<file path="src/common/core_pkg.sv">
`default_nettype none

package core_pkg;

  parameter int data_width     = 32;
  parameter int addr_width     = 16;
  parameter int reg_addr_width = 5;
  parameter int shamt_width    = 5;
  parameter int imm_width      = 16;

  //////////////////////////////////////////////////////////////////////
  // instruction set
  //////////////////////////////////////////////////////////////////////

  // unlisted encodings decode as nop
  typedef enum logic [5:0] {
    op_nop  = 6'h00,
    op_add  = 6'h01,
    op_sub  = 6'h02,
    op_and  = 6'h03,
    op_or   = 6'h04,
    op_xor  = 6'h05,
    op_slt  = 6'h06,
    op_sll  = 6'h07,
    op_srl  = 6'h08,
    op_addi = 6'h09,
    op_ori  = 6'h0a,
    op_halt = 6'h3f
  } opcode_t;

  typedef enum logic [3:0] {
    alu_add = 4'h0,
    alu_sub = 4'h1,
    alu_and = 4'h2,
    alu_or  = 4'h3,
    alu_xor = 4'h4,
    alu_slt = 4'h5,
    alu_sll = 4'h6,
    alu_srl = 4'h7
  } alu_op_t;

  // register-register view of the low half
  typedef struct packed {
    logic [reg_addr_width-1:0] rd;
    logic [shamt_width-1:0]    shamt;
    logic [5:0]                pad;
  } rtype_fields_t;

  // imm shares these bits with rd and shamt
  typedef union packed {
    rtype_fields_t        r;
    logic [imm_width-1:0] imm;
  } instr_low_t;

  typedef struct packed {
    opcode_t                   opcode;
    logic [reg_addr_width-1:0] rs;
    logic [reg_addr_width-1:0] rt;
    instr_low_t                low;
  } instr_t;

  //////////////////////////////////////////////////////////////////////
  // wishbone instruction bus, read only
  //////////////////////////////////////////////////////////////////////

  typedef struct packed {
    logic                  cyc;
    logic                  stb;
    logic [addr_width-1:0] adr;
  } wb_req_t;

  typedef struct packed {
    logic                  ack;
    logic [data_width-1:0] dat;
  } wb_rsp_t;

  //////////////////////////////////////////////////////////////////////
  // stage bundles
  //////////////////////////////////////////////////////////////////////

  typedef struct packed {
    logic                  valid;
    logic [addr_width-1:0] pc;
    instr_t                instr;
  } fetch_slot_t;

  typedef struct packed {
    logic                      valid;
    logic [addr_width-1:0]     pc;
    logic [reg_addr_width-1:0] rs;
    logic [reg_addr_width-1:0] rt;
    logic [data_width-1:0]     rs_data;
    logic [data_width-1:0]     rt_data;
    logic [imm_width-1:0]      imm;
    logic [shamt_width-1:0]    shamt;
    logic [reg_addr_width-1:0] rd;
    alu_op_t                   alu_op;
    logic                      use_imm;
    logic                      reg_write;
  } issue_t;

  // writeback record, also the retire port
  typedef struct packed {
    logic                      valid;
    logic [addr_width-1:0]     pc;
    logic                      write;
    logic [reg_addr_width-1:0] rd;
    logic [data_width-1:0]     data;
  } retire_t;

endpackage

`default_nettype wire

</file>
<file path="src/execute/alu.sv">
`timescale 1ns/10ps
`default_nettype none

module alu import core_pkg::*; (
  input  alu_op_t                op,
  input  logic [data_width-1:0]  a,
  input  logic [data_width-1:0]  b,
  input  logic [shamt_width-1:0] shamt,
  output logic [data_width-1:0]  result
);

  logic signed_less;

  assign signed_less = $signed(a) < $signed(b);

  always_comb begin
    case (op)
      alu_add: result = a + b;
      alu_sub: result = a - b;
      alu_and: result = a & b;
      alu_or:  result = a | b;
      alu_xor: result = a ^ b;
      alu_slt: begin
        result = {{(data_width-1){1'b0}}, signed_less};
      end
      // shifts act on rt, mips style
      alu_sll: result = b << shamt;
      alu_srl: result = b >> shamt;
      default: result = a + b;
    endcase
  end

endmodule

`default_nettype wire

</file>
<file path="src/execute/execute_stage.sv">
`timescale 1ns/10ps
`default_nettype none

module execute_stage import core_pkg::*; (
  input  logic    clk,
  input  logic    rst_n,
  input  issue_t  issue,
  output retire_t retire
);

  logic                      fwd_rs;
  logic                      fwd_rt;
  logic [data_width-1:0]     op_a;
  logic [data_width-1:0]     op_b_reg;
  logic [data_width-1:0]     op_b;
  logic [data_width-1:0]     alu_result;
  logic                      dest_write;
  logic                      retire_valid;
  logic                      retire_write;
  logic [addr_width-1:0]     retire_pc;
  logic [reg_addr_width-1:0] retire_rd;
  logic [data_width-1:0]     retire_data;

  //////////////////////////////////////////////////////////////////////
  // forwarding from the execute/writeback register
  //////////////////////////////////////////////////////////////////////

  // only the producer directly ahead, older ones come via the regfile
  assign fwd_rs = retire_valid && retire_write && (retire_rd == issue.rs);
  assign fwd_rt = retire_valid && retire_write && (retire_rd == issue.rt);

  assign op_a     = fwd_rs ? retire_data : issue.rs_data;
  assign op_b_reg = fwd_rt ? retire_data : issue.rt_data;

  // immediates are zero extended
  assign op_b = issue.use_imm ? {{(data_width-imm_width){1'b0}}, issue.imm} : op_b_reg;

  alu u_alu (
    .op     (issue.alu_op),
    .a      (op_a),
    .b      (op_b),
    .shamt  (issue.shamt),
    .result (alu_result)
  );

  // r0 as destination retires without a write
  assign dest_write = issue.valid && issue.reg_write && (issue.rd != '0);

  //////////////////////////////////////////////////////////////////////
  // execute/writeback register
  //////////////////////////////////////////////////////////////////////

  always_ff @(posedge clk) begin
    if (!rst_n) begin
      retire_valid <= 1'b0;
      retire_write <= 1'b0;
    end else begin
      retire_valid <= issue.valid;
      retire_write <= dest_write;
    end
  end

  always_ff @(posedge clk) begin
    retire_pc   <= issue.pc;
    retire_rd   <= issue.rd;
    retire_data <= alu_result;
  end

  assign retire = '{
    valid: retire_valid,
    pc:    retire_pc,
    write: retire_write,
    rd:    retire_rd,
    data:  retire_data
  };

endmodule

`default_nettype wire

</file>
<file path="src/decode/register_file.sv">
`timescale 1ns/10ps
`default_nettype none

module register_file import core_pkg::*; (
  input  logic                      clk,
  input  logic                      rst_n,
  input  logic [reg_addr_width-1:0] rs_addr,
  input  logic [reg_addr_width-1:0] rt_addr,
  output logic [data_width-1:0]     rs_data,
  output logic [data_width-1:0]     rt_data,
  input  retire_t                   wb
);

  logic [data_width-1:0] regs [2**reg_addr_width];
  logic                  wr_en;

  assign wr_en = wb.valid && wb.write;

  // r0 reads zero, a matching write wins over the stored value
  function automatic logic [data_width-1:0] read_port(
    input logic [reg_addr_width-1:0] addr,
    input logic [data_width-1:0]     stored
  );
    if (addr == '0) begin
      return '0;
    end else if (wr_en && wb.rd == addr) begin
      return wb.data;
    end
    return stored;
  endfunction

  always_comb begin
    rs_data = read_port(rs_addr, regs[rs_addr]);
    rt_data = read_port(rt_addr, regs[rt_addr]);
  end

  always_ff @(posedge clk) begin
    if (!rst_n) begin
      for (int i = 0; i < 2**reg_addr_width; i++) begin
        regs[i] <= '0;
      end
    end else if (wr_en && wb.rd != '0) begin
      regs[wb.rd] <= wb.data;
    end
  end

endmodule

`default_nettype wire

</file>
<file path="src/decode/decode_stage.sv">
`timescale 1ns/10ps
`default_nettype none

module decode_stage import core_pkg::*; (
  input  logic        clk,
  input  logic        rst_n,
  input  fetch_slot_t slot,
  input  retire_t     wb,
  output issue_t      issue
);

  instr_t                instr;
  alu_op_t               alu_op;
  logic                  use_imm;
  logic                  reg_write;
  logic                  known_op;
  logic [data_width-1:0] rs_data;
  logic [data_width-1:0] rt_data;
  issue_t                issue_d;
  issue_t                issue_q;
  logic                  issue_valid;

  assign instr = slot.instr;

  //////////////////////////////////////////////////////////////////////
  // control decode
  //////////////////////////////////////////////////////////////////////

  always_comb begin
    alu_op    = alu_add;
    use_imm   = 1'b0;
    reg_write = 1'b1;
    known_op  = 1'b1;
    case (instr.opcode)
      op_add:  alu_op = alu_add;
      op_sub:  alu_op = alu_sub;
      op_and:  alu_op = alu_and;
      op_or:   alu_op = alu_or;
      op_xor:  alu_op = alu_xor;
      op_slt:  alu_op = alu_slt;
      op_sll:  alu_op = alu_sll;
      op_srl:  alu_op = alu_srl;
      op_addi: begin
        alu_op  = alu_add;
        use_imm = 1'b1;
      end
      op_ori: begin
        alu_op  = alu_or;
        use_imm = 1'b1;
      end
      // nop, halt and unknown encodings
      default: begin
        reg_write = 1'b0;
        known_op  = 1'b0;
      end
    endcase
  end

  // reads see a same-cycle writeback through the bypass
  register_file u_regs (
    .clk     (clk),
    .rst_n   (rst_n),
    .rs_addr (instr.rs),
    .rt_addr (instr.rt),
    .rs_data (rs_data),
    .rt_data (rt_data),
    .wb      (wb)
  );

  always_comb begin
    issue_d.valid     = slot.valid && known_op;
    issue_d.pc        = slot.pc;
    issue_d.rs        = instr.rs;
    issue_d.rt        = instr.rt;
    issue_d.rs_data   = rs_data;
    issue_d.rt_data   = rt_data;
    issue_d.imm       = instr.low.imm;
    issue_d.shamt     = instr.low.r.shamt;
    // immediate forms write rt
    issue_d.rd        = use_imm ? instr.rt : instr.low.r.rd;
    issue_d.alu_op    = alu_op;
    issue_d.use_imm   = use_imm;
    issue_d.reg_write = reg_write;
  end

  //////////////////////////////////////////////////////////////////////
  // decode/execute register
  //////////////////////////////////////////////////////////////////////

  always_ff @(posedge clk) begin
    if (!rst_n) begin
      issue_valid <= 1'b0;
    end else begin
      issue_valid <= issue_d.valid;
    end
  end

  always_ff @(posedge clk) begin
    issue_q <= issue_d;
  end

  always_comb begin
    issue       = issue_q;
    issue.valid = issue_valid;
  end

endmodule

`default_nettype wire

</file>
<file path="src/fetch/fetch_unit.sv">
`timescale 1ns/10ps
`default_nettype none

module fetch_unit import core_pkg::*; #(
  parameter logic [addr_width-1:0] reset_pc = '0
) (
  input  logic        clk,
  input  logic        rst_n,
  output wb_req_t     bus_req,
  input  wb_rsp_t     bus_rsp,
  output fetch_slot_t slot,
  output logic        halted
);

  typedef enum logic [1:0] {
    st_idle,
    st_req,
    st_stop
  } state_t;

  state_t                state;
  logic [addr_width-1:0] pc;
  instr_t                rsp_instr;
  logic                  take;
  logic                  is_halt;
  logic                  slot_valid;
  logic [addr_width-1:0] slot_pc;
  instr_t                slot_instr;

  assign rsp_instr = bus_rsp.dat;
  assign take      = (state == st_req) && bus_rsp.ack;
  assign is_halt   = (rsp_instr.opcode == op_halt);

  // request held until ack, next one follows straight after
  assign bus_req.cyc = (state == st_req);
  assign bus_req.stb = (state == st_req);
  assign bus_req.adr = pc;

  //////////////////////////////////////////////////////////////////////
  // state machine and program counter
  //////////////////////////////////////////////////////////////////////

  always_ff @(posedge clk) begin
    if (!rst_n) begin
      state      <= st_idle;
      pc         <= reset_pc;
      halted     <= 1'b0;
      slot_valid <= 1'b0;
    end else begin
      // halt word never enters the pipe
      slot_valid <= take && !is_halt;
      case (state)
        st_idle: begin
          state <= st_req;
        end
        st_req: begin
          if (take && is_halt) begin
            state <= st_stop;
          end else if (take) begin
            pc <= pc + 1'b1;
          end
        end
        st_stop: begin
          halted <= 1'b1;
        end
        default: begin
          state <= st_idle;
        end
      endcase
    end
  end

  // fetch/decode payload
  always_ff @(posedge clk) begin
    if (take) begin
      slot_pc    <= pc;
      slot_instr <= rsp_instr;
    end
  end

  assign slot = '{valid: slot_valid, pc: slot_pc, instr: slot_instr};

endmodule

`default_nettype wire

</file>
<file path="src/logic/pipe_core.sv">
`timescale 1ns/10ps
`default_nettype none

module pipe_core import core_pkg::*; #(
  parameter logic [addr_width-1:0] reset_pc = '0
) (
  input  logic    clk,
  input  logic    rst_n,
  output wb_req_t bus_req,
  input  wb_rsp_t bus_rsp,
  output retire_t retire,
  output logic    halted
);

  fetch_slot_t slot;
  issue_t      issue;

  fetch_unit #(
    .reset_pc (reset_pc)
  ) u_fetch (
    .clk     (clk),
    .rst_n   (rst_n),
    .bus_req (bus_req),
    .bus_rsp (bus_rsp),
    .slot    (slot),
    .halted  (halted)
  );

  // retire record doubles as the regfile write port
  decode_stage u_decode (
    .clk   (clk),
    .rst_n (rst_n),
    .slot  (slot),
    .wb    (retire),
    .issue (issue)
  );

  execute_stage u_execute (
    .clk    (clk),
    .rst_n  (rst_n),
    .issue  (issue),
    .retire (retire)
  );

endmodule

`default_nettype wire

</file>
<file path="config.mk">
export PLATFORM = sky130hd
export DESIGN_NAME = pipe_core
export DESIGN_NICKNAME = d
export VERILOG_FILES = /design/src/common/core_pkg.sv /design/src/execute/alu.sv /design/src/execute/execute_stage.sv /design/src/decode/register_file.sv /design/src/decode/decode_stage.sv /design/src/fetch/fetch_unit.sv /design/src/logic/pipe_core.sv
export SDC_FILE = /design/constraint.sdc
export NUM_CORES = 2
export LEC_CHECK = 0
export ABC_AREA = 1
export ABC_CLOCK_PERIOD_IN_PS = 3800
export BUFFER_PORTS_ARGS = -buffer_cell sky130_fd_sc_hd__buf_2
export CAP_MARGIN = 20
export CELL_PAD_IN_SITES_DETAIL_PLACEMENT = 2
export CELL_PAD_IN_SITES_GLOBAL_PLACEMENT = 2
export CORE_ASPECT_RATIO = 0.8
export CORE_UTILIZATION = 36
export DETAILED_ROUTE_END_ITERATION = 8
export HOLD_SLACK_MARGIN = 0.15
export PLACE_DENSITY = 0.79
export SYNTH_ARGS = -nofsm -noshare
export SYNTH_HDL_FRONTEND = slang
export SYNTH_SLANG_ARGS = --single-unit
</file>
<file path="constraint.sdc">
create_clock -name clk -period 3.8 [get_ports clk]
set_input_delay 0.19 -clock clk [delete_from_list [all_inputs] [get_ports clk]]
set_output_delay 0.19 -clock clk [all_outputs]
set_load 0.005 [all_outputs]
</file>
# Word level (Yosys, flattened, before mapping)
# Memories as Yosys holds them, arrays and structs flattened. A register that Yosys moved wholly into a read port is not among the register bits.
# Cells that the tools add are included.
# totals
register_bits	245
mem_bits_rw	1024
input_bits	35
output_inout_bits	74
elab_cells	116
mem_count	1
# classes
addsub	3
n_lt_le_gt_ge	1
n_eq_ne	25
shift	2
n_mux	29
n_bitwise	5
reduce_logical	24
# memory_table
name	depth	word_bits	rd	rd_clocked_by_memory_dff	write_ports	line	source
u_decode.u_regs.regs	32	32	2	2	32	register_file.sv:14	logic [data_width-1:0] regs [2**reg_addr_width];
# ops
op	n
2-to-1 mux 32 bit	10
case mux 32 bit (7 select lines)	1
adder 32 bit	1
AND 32 bit	1
< comparator 32 bit	1
bitwise OR 32 bit	1
OR reduction 32 bit	1
left shift 32 x 5 -> 32 bit	1
>> shifter 32 x 5 -> 32 bit	1
subtractor 32 bit	1
bitwise XOR 32 bit	1
== test 6 x 3 -> 1 bit, second input constant	4
case mux 3 bit (7 select lines)	1
== test 5 bit	4
2-to-1 mux 5 bit	4
== test 6 x 4 -> 1 bit, second input constant	3
adder 16 x 1 -> 16 bit, second input constant	1
== test 3 bit, second input constant	4
== test 6 x 2 -> 1 bit, second input constant	2
logical AND 1 bit	12
2-to-1 mux 1 bit	11
zero test 5 bit	2
nonzero test 5 bit	2
OR reduction 10 bit	1
15 further kinds	18

# Depth between registers and ports, before layout
# logic_depth
word_depth	7
mapped_depth	29
mapped_depth_nobuf	27

# Cells and area by module
# From an unflattened synthesis, not the netlist that was laid out.
# unflattened
cells_unflattened	10729
hier_area_um2	77217.8
# modules_own_cells
module	n_inst	cells_per_inst	area_per_inst_um2	seq_area_each_um2
register_file	1	7914	59608.4	30749.5
alu	1	2037	9945.8	0.0
decode_stage	1	176	2617.5	2342.2
execute_stage	1	402	2582.5	1101.1
fetch_unit	1	200	2463.6	1841.8

# Worst setup path before layout
# No wires, ideal clock.
# synth_path
path_type	reg-to-reg
start	reg u_execute.retire_rd[2]
end	reg u_execute.retire_data[24]
setup_time_ps	121
t_arrival_ps	3568
t_required_ps	3679
setup_slack_ps	111
path_stages_with_launch	23
path_buffers	2
synth_period_minus_slack_ps	3689
cell_sequence	dfxtp_1 buf_2 inv_4 a221oi_1 nand4_1 clkbuf_1 o21ai_0 inv_1 fa_1 o21ai_0 o21ai_0 nor3_1 nor2_1 inv_1 nand2_1 nand2_1 inv_1 o21ai_0 nand2_1 nand2_1 nand2_1 nand3_1 nand3_1
# synth_via
elab_chain_cells	6
elab_cells_between_ends	15
cone_classes	add/sub (2); eq/ne (2); shift (2); mux (4); bitwise (3); reduce/logical (2)
# synth_rtl
element	line	source
start, declared	execute_stage.sv:21	logic [reg_addr_width-1:0] retire_rd;
start signal, assigned	execute_stage.sv:65	retire_rd <= issue.rd;
== test 5 bit	execute_stage.sv:30	assign fwd_rt = retire_valid && retire_write && (retire_rd == issue.rt);
logical AND 1 bit	execute_stage.sv:30	
2-to-1 mux 32 bit	execute_stage.sv:33	assign op_b_reg = fwd_rt ? retire_data : issue.rt_data;
2-to-1 mux 32 bit	execute_stage.sv:36	assign op_b = issue.use_imm ? {{(data_width-imm_width){1'b0}}, issue.imm} : op_b_reg;
adder 32 bit, or another cell as far along	alu.sv:18, alu.sv:29	
case mux 32 bit (7 select lines) (*)	alu.sv:17	case (op)
named net u_execute.alu_result[24]	execute_stage.sv:16	logic [data_width-1:0] alu_result;
end signal, assigned	execute_stage.sv:66	retire_data <= alu_result;
end, declared	execute_stage.sv:22	logic [data_width-1:0] retire_data;
# Mark *: on every way through the listed nets, which the timed path passes. The rest lies on a longest branch.
# A chain may end at the register's enable or synchronous reset.

# Worst setup path in the final report
# layout_path
start	reg u_execute.retire_write
end	reg u_execute.retire_data[27]
# layout_via
elab_chain_cells	6
elab_cells_between_ends	14
cone_classes	add/sub (2); shift (2); mux (4); bitwise (3); reduce/logical (3)
# layout_rtl
element	line	source
start, declared	execute_stage.sv:19	logic retire_write;
start signal, assigned	execute_stage.sv:59	retire_write <= dest_write;
logical AND 1 bit (*)	execute_stage.sv:29, execute_stage.sv:30	
logical AND 1 bit	execute_stage.sv:30	
2-to-1 mux 32 bit	execute_stage.sv:33	
2-to-1 mux 32 bit	execute_stage.sv:36	
adder 32 bit, or another cell as far along	alu.sv:18, alu.sv:29	
case mux 32 bit (7 select lines) (*)	alu.sv:17	
named net u_execute.alu_result[27]	execute_stage.sv:16	
# Marks and branches as above.

==> run_results.csv <==
group,metric,value,unit
sta,hold-worst-slack,0.167,ns
floorplanning,ios,109,
pwr,seqPwrFrac,35.7,%
final_layout,nets,9227,
drt,routed_wirelength,398000,um
pwr,combPwrFrac,32.3,%
cts,cts_buffers,146,
pwr,power_leakage,34.9,nW
synthesis,synthCells,8755,
pwr,power_density,539,mW/mm2
floorplanning,rows,146,
floorplanning,die-area,0.201,mm2
synthesis,seq_area_frac_synth,50.6,%
setup_path,r2r_setup_slack,-0.36,ns
synthesis,async_reset_ff_share,0,%
outcome,status,"complete, but fails checks",
cts,path_clk_slew,0.07,ns
setup_path,arrival,4.86,ns
global_routing,overflow,0,
drt,ant_nets,0,
setup_path,slowest_stage,"ha_1",
drt,vias,75424,
synthesis,synth_warnings,0,
drt,drt_first_pass_iters,5,
synthesis,ys.flop_type,"edfxtp_1",
drt,wl_per_cell,33.5,um
synthesis,syn_avg_cell_area,8.18,um2
floorplanning,core-area,0.198,mm2
setup_path,crit_type,"reg2reg",
floorplanning,fp.dieW,501,um
sta,period_share,109,%
setup_path,worstSetupEndpointType,"register",
final_layout,area_growth,20.6,%
setup_path,start_kind,"register",
cts,clock-sinks,1274,
sta,max_freq,241,MHz
synthesis,ys_ff_latch,1274,
cts,cts_tree,"built",
setup_path,cp_slowest_stage_delay,0.38,ns
sta,relSlewSlack,20.6,%
setup_path,critPathRequiredTime,4.51,ns
floorplanning,start_util,36.2,%
placed_design,place.gp.congestion,1.02,
sta,hold_viol_final,0,
cts,insertion_delay,0.88,ns
setup_path,crit_path_max_fanout,20,
worst_hold_path,worstHoldStart,"bus_rsp[19]",
synthesis,syn_area,0.0716,mm2
setup_path,r2r_start,"u_execute.retire_write$_SDFF_PN0_",
sta,rsz0062_at_grt,"true",
outcome,violations,"negative setup slack",
cts,clockBufferDepth,3,
synthesis,synthDistinctLibCells,57,
sta,period_minus_slack,4.16,ns
global_routing,grt_pass1_wl,561000,um
sta,fin_worst_skew,0.0658,ns
placed_design,port_buffers,108,
worst_hold_path,hold_path.class,"in2reg",
sta,maxSlewViolCount,0,
sta,setup_violations,28,
cts,clock-root-buffer,"clkbuf_16",
setup_path,crit_start,"u_execute.retire_write$_SDFF_PN0_",
sta,fin_ws,-0.355,ns
drt,drtIter0Drc,10323,
global_routing,grt.total_usage,38.4,%
final_layout,drive_gt1_share,16.2,%
pwr,power.internal,28.4,mW
drt,drc,0,
run,maxCapViolations,0,
pwr,p_switching,18.2,mW
placed_design,dp_hpwl,255000,um
synthesis,synth-edff-count,1072,
floorplanning,fp.dieH,401,um
sta,tightest_slew,1.19,ns
pwr,p_clk_share,32.0,%
global_routing,grt_pass1_vias,78021,
pwr,netSwitchingFraction,39.0,%
global_routing,antenna_found_initial,26,
drt,avgViaCountPerCell,6.35,
cts,h-tree-depth,4,
placed_design,dp_slack,-0.932,ns
setup_path,worstPathCellList,"nand2_2, inv_2, o21ai_2, a211oi_2, nand4_1, buf_6, buf_12, buf_16, nand2_1, o21ai_1, ha_1, buf_6, nand4_1, nor3_2, nand3b_1, nand3_2, buf_8, a21oi_2, xor2_1, nand2_1, nand3_1",
global_routing,grt_max_degree,105,
pwr,ir_worst_vdd,0.430,mV
state kept, by name (all words and copies together) (netlist names), named ones only:
signal and cells:
u_execute.retire_valid 1, u_fetch.pc 16, u_execute.retire_data 32, u_execute.retire_write 1, u_fetch.halted 1, u_fetch.slot_valid 1, u_execute.retire_rd 5, u_execute.retire_pc 16
u_decode.issue_valid 1, u_fetch.slot 32, u_fetch.state 2, u_decode.u_regs.regs 1024, u_decode.issue 116, u_fetch.slot_pc 16
stage by stage:
stage | setup TNS, ns | instances | cell area (um2) | total power [mW] | util, %
finish | -4.87 | 11885 | 86400 | 46.6 | 43.7
global placement | -15.33 | 11500 | 79000 | 29.7 | 40.0
floorplan | 0 | 8786 | 71800 | 22.8 | -
global route | -6.12 | 11882 | 86400 | 47.6 | 43.7
detailed placement | -17.83 | 11500 | 79000 | 30.1 | 40.0
CTS | 0 | 11868 | 85500 | 45.3 | 43.2
power by group through the flow:
stage,Combinational (mW),Sequential (mW),Clock (mW)
6_report,15.0,16.6,14.9
5_1_grt,15.5,16.6,15.4
4_1_cts,13.9,16.6,14.8
3_5_place_dp,13.2,16.8,0
3_3_place_gp,12.9,16.8,0
2_1_floorplan,6.37,16.4,0
cell type report:
| type | instances | area (um2) |
|---|---|---|
| Multi-Input combinational cell | 5921 | 30800 |
| Clock inverter | 76 | 835 |
| Antenna cell | 4 | 10.0 |
| Tap cell | 2664 | 3330 |
| Timing Repair Buffer | 923 | 7980 |
| Inverter | 827 | 3130 |
| Sequential cell | 1274 | 36300 |
| Fill cell | 21610 | 111000 |
| Clock buffer | 196 | 3990 |
worst max-delay path: cells and delay by family (launching register included):
family                   cells  cell delay, ns
AND/OR/NAND/NOR              9            1.56
buffers and inverters        6            1.02
AO/OA/AOI/OAI                4            0.50
adder cells (fa/ha/maj)      1            0.38
flip-flops                   1            0.36
XOR/XNOR                     1            0.14
worst paths after layout:
kind	to	cells past startpoint
worst max register to register	u_execute.retire_data[27]$_DFF_P_	21
worst max-delay path	u_execute.retire_data[27]$_DFF_P_	21
worst min-delay path	register	4
worst min register to register	u_execute.retire_pc[1]$_DFF_P_	0
Yosys cell counts, types with 6 or more instances:
master | count | area (um2)
a21oi_1 | 1020 | 5100
a221oi_1 | 18 | 158
buf_1 | 84 | 315
buf_2 | 48 | 240
buf_4 | 17 | 128
clkbuf_1 | 612 | 2300
clkinv_1 | 36 | 135
dfxtp_1 | 202 | 4040
edfxtp_1 | 1072 | 32200
ha_1 | 97 | 1210
inv_1 | 780 | 2930
inv_2 | 10 | 37.5
nand2_1 | 1008 | 3780
nand2_2 | 42 | 263
nand3_1 | 870 | 4350
nand3_2 | 20 | 200
nand3_4 | 6 | 105
nand3b_1 | 6 | 45.0
nand4_1 | 58 | 363
nor2_1 | 1163 | 4370
nor3_1 | 33 | 165
nor4_1 | 7 | 43.8
o211ai_1 | 157 | 1180
o21a_1 | 6 | 45.0
o21ai_0 | 1073 | 5370
o21ai_1 | 12 | 60.1
o21bai_1 | 12 | 90.1
o221ai_1 | 185 | 1620
o22ai_1 | 20 | 125
or2_2 | 9 | 56.3
xor2_1 | 16 | 140
cell usage in the layout, fill, tap and decap left out, types with 182 or more instances in the layout:
cell,synthesis,routed
nor2_1,1163,1130
edfxtp_1,1072,1072
o21ai_0,1073,1018
a21oi_1,1020,983
nand2_1,1008,910
nand3_1,870,844
inv_1,780,754
buf_4,17,644
o221ai_1,185,184
dfxtp_1,202,182
repair_timing:
action | 4_1_cts | 5_1_grt
hold endpoints to repair | 65 | 0
setup buffers | 29 | 13
endpoints found under the setup margin | 29 | 31
cloned | 3 | 1
gates resized for setup | 210 | 190
hold buffers | 66 | 0
pin swaps | 38 | 52
kinds of logic (layout without fill, tap and decap cells):
kind of cell,Yosys count,after routing,share of synthesized area [%]
compound gates,2528,2528,19.5
xor+xnor,19,19,0.232
fa+ha+maj,99,99,1.75
buf+inv,1591,2022,8.54
flops,1274,1274,50.6
other cells,1,36,0.00523
simple gates,3243,3243,19.4
routing by layer:
layer | GRT usage (%) | routed length [um] | vias up | share of wire (%)
li1 | - | - | 30946 | -
met1 | 53.6 | 164000 | 38924 | 41
met2 | 56.1 | 169000 | 4532 | 42
met3 | 9.29 | 45300 | 1000 | 11
met4 | 17.0 | 19200 | 22 | 4.8
met5 | 0 | 282 | - | 0.071
(Power assumes the default switching activity.)
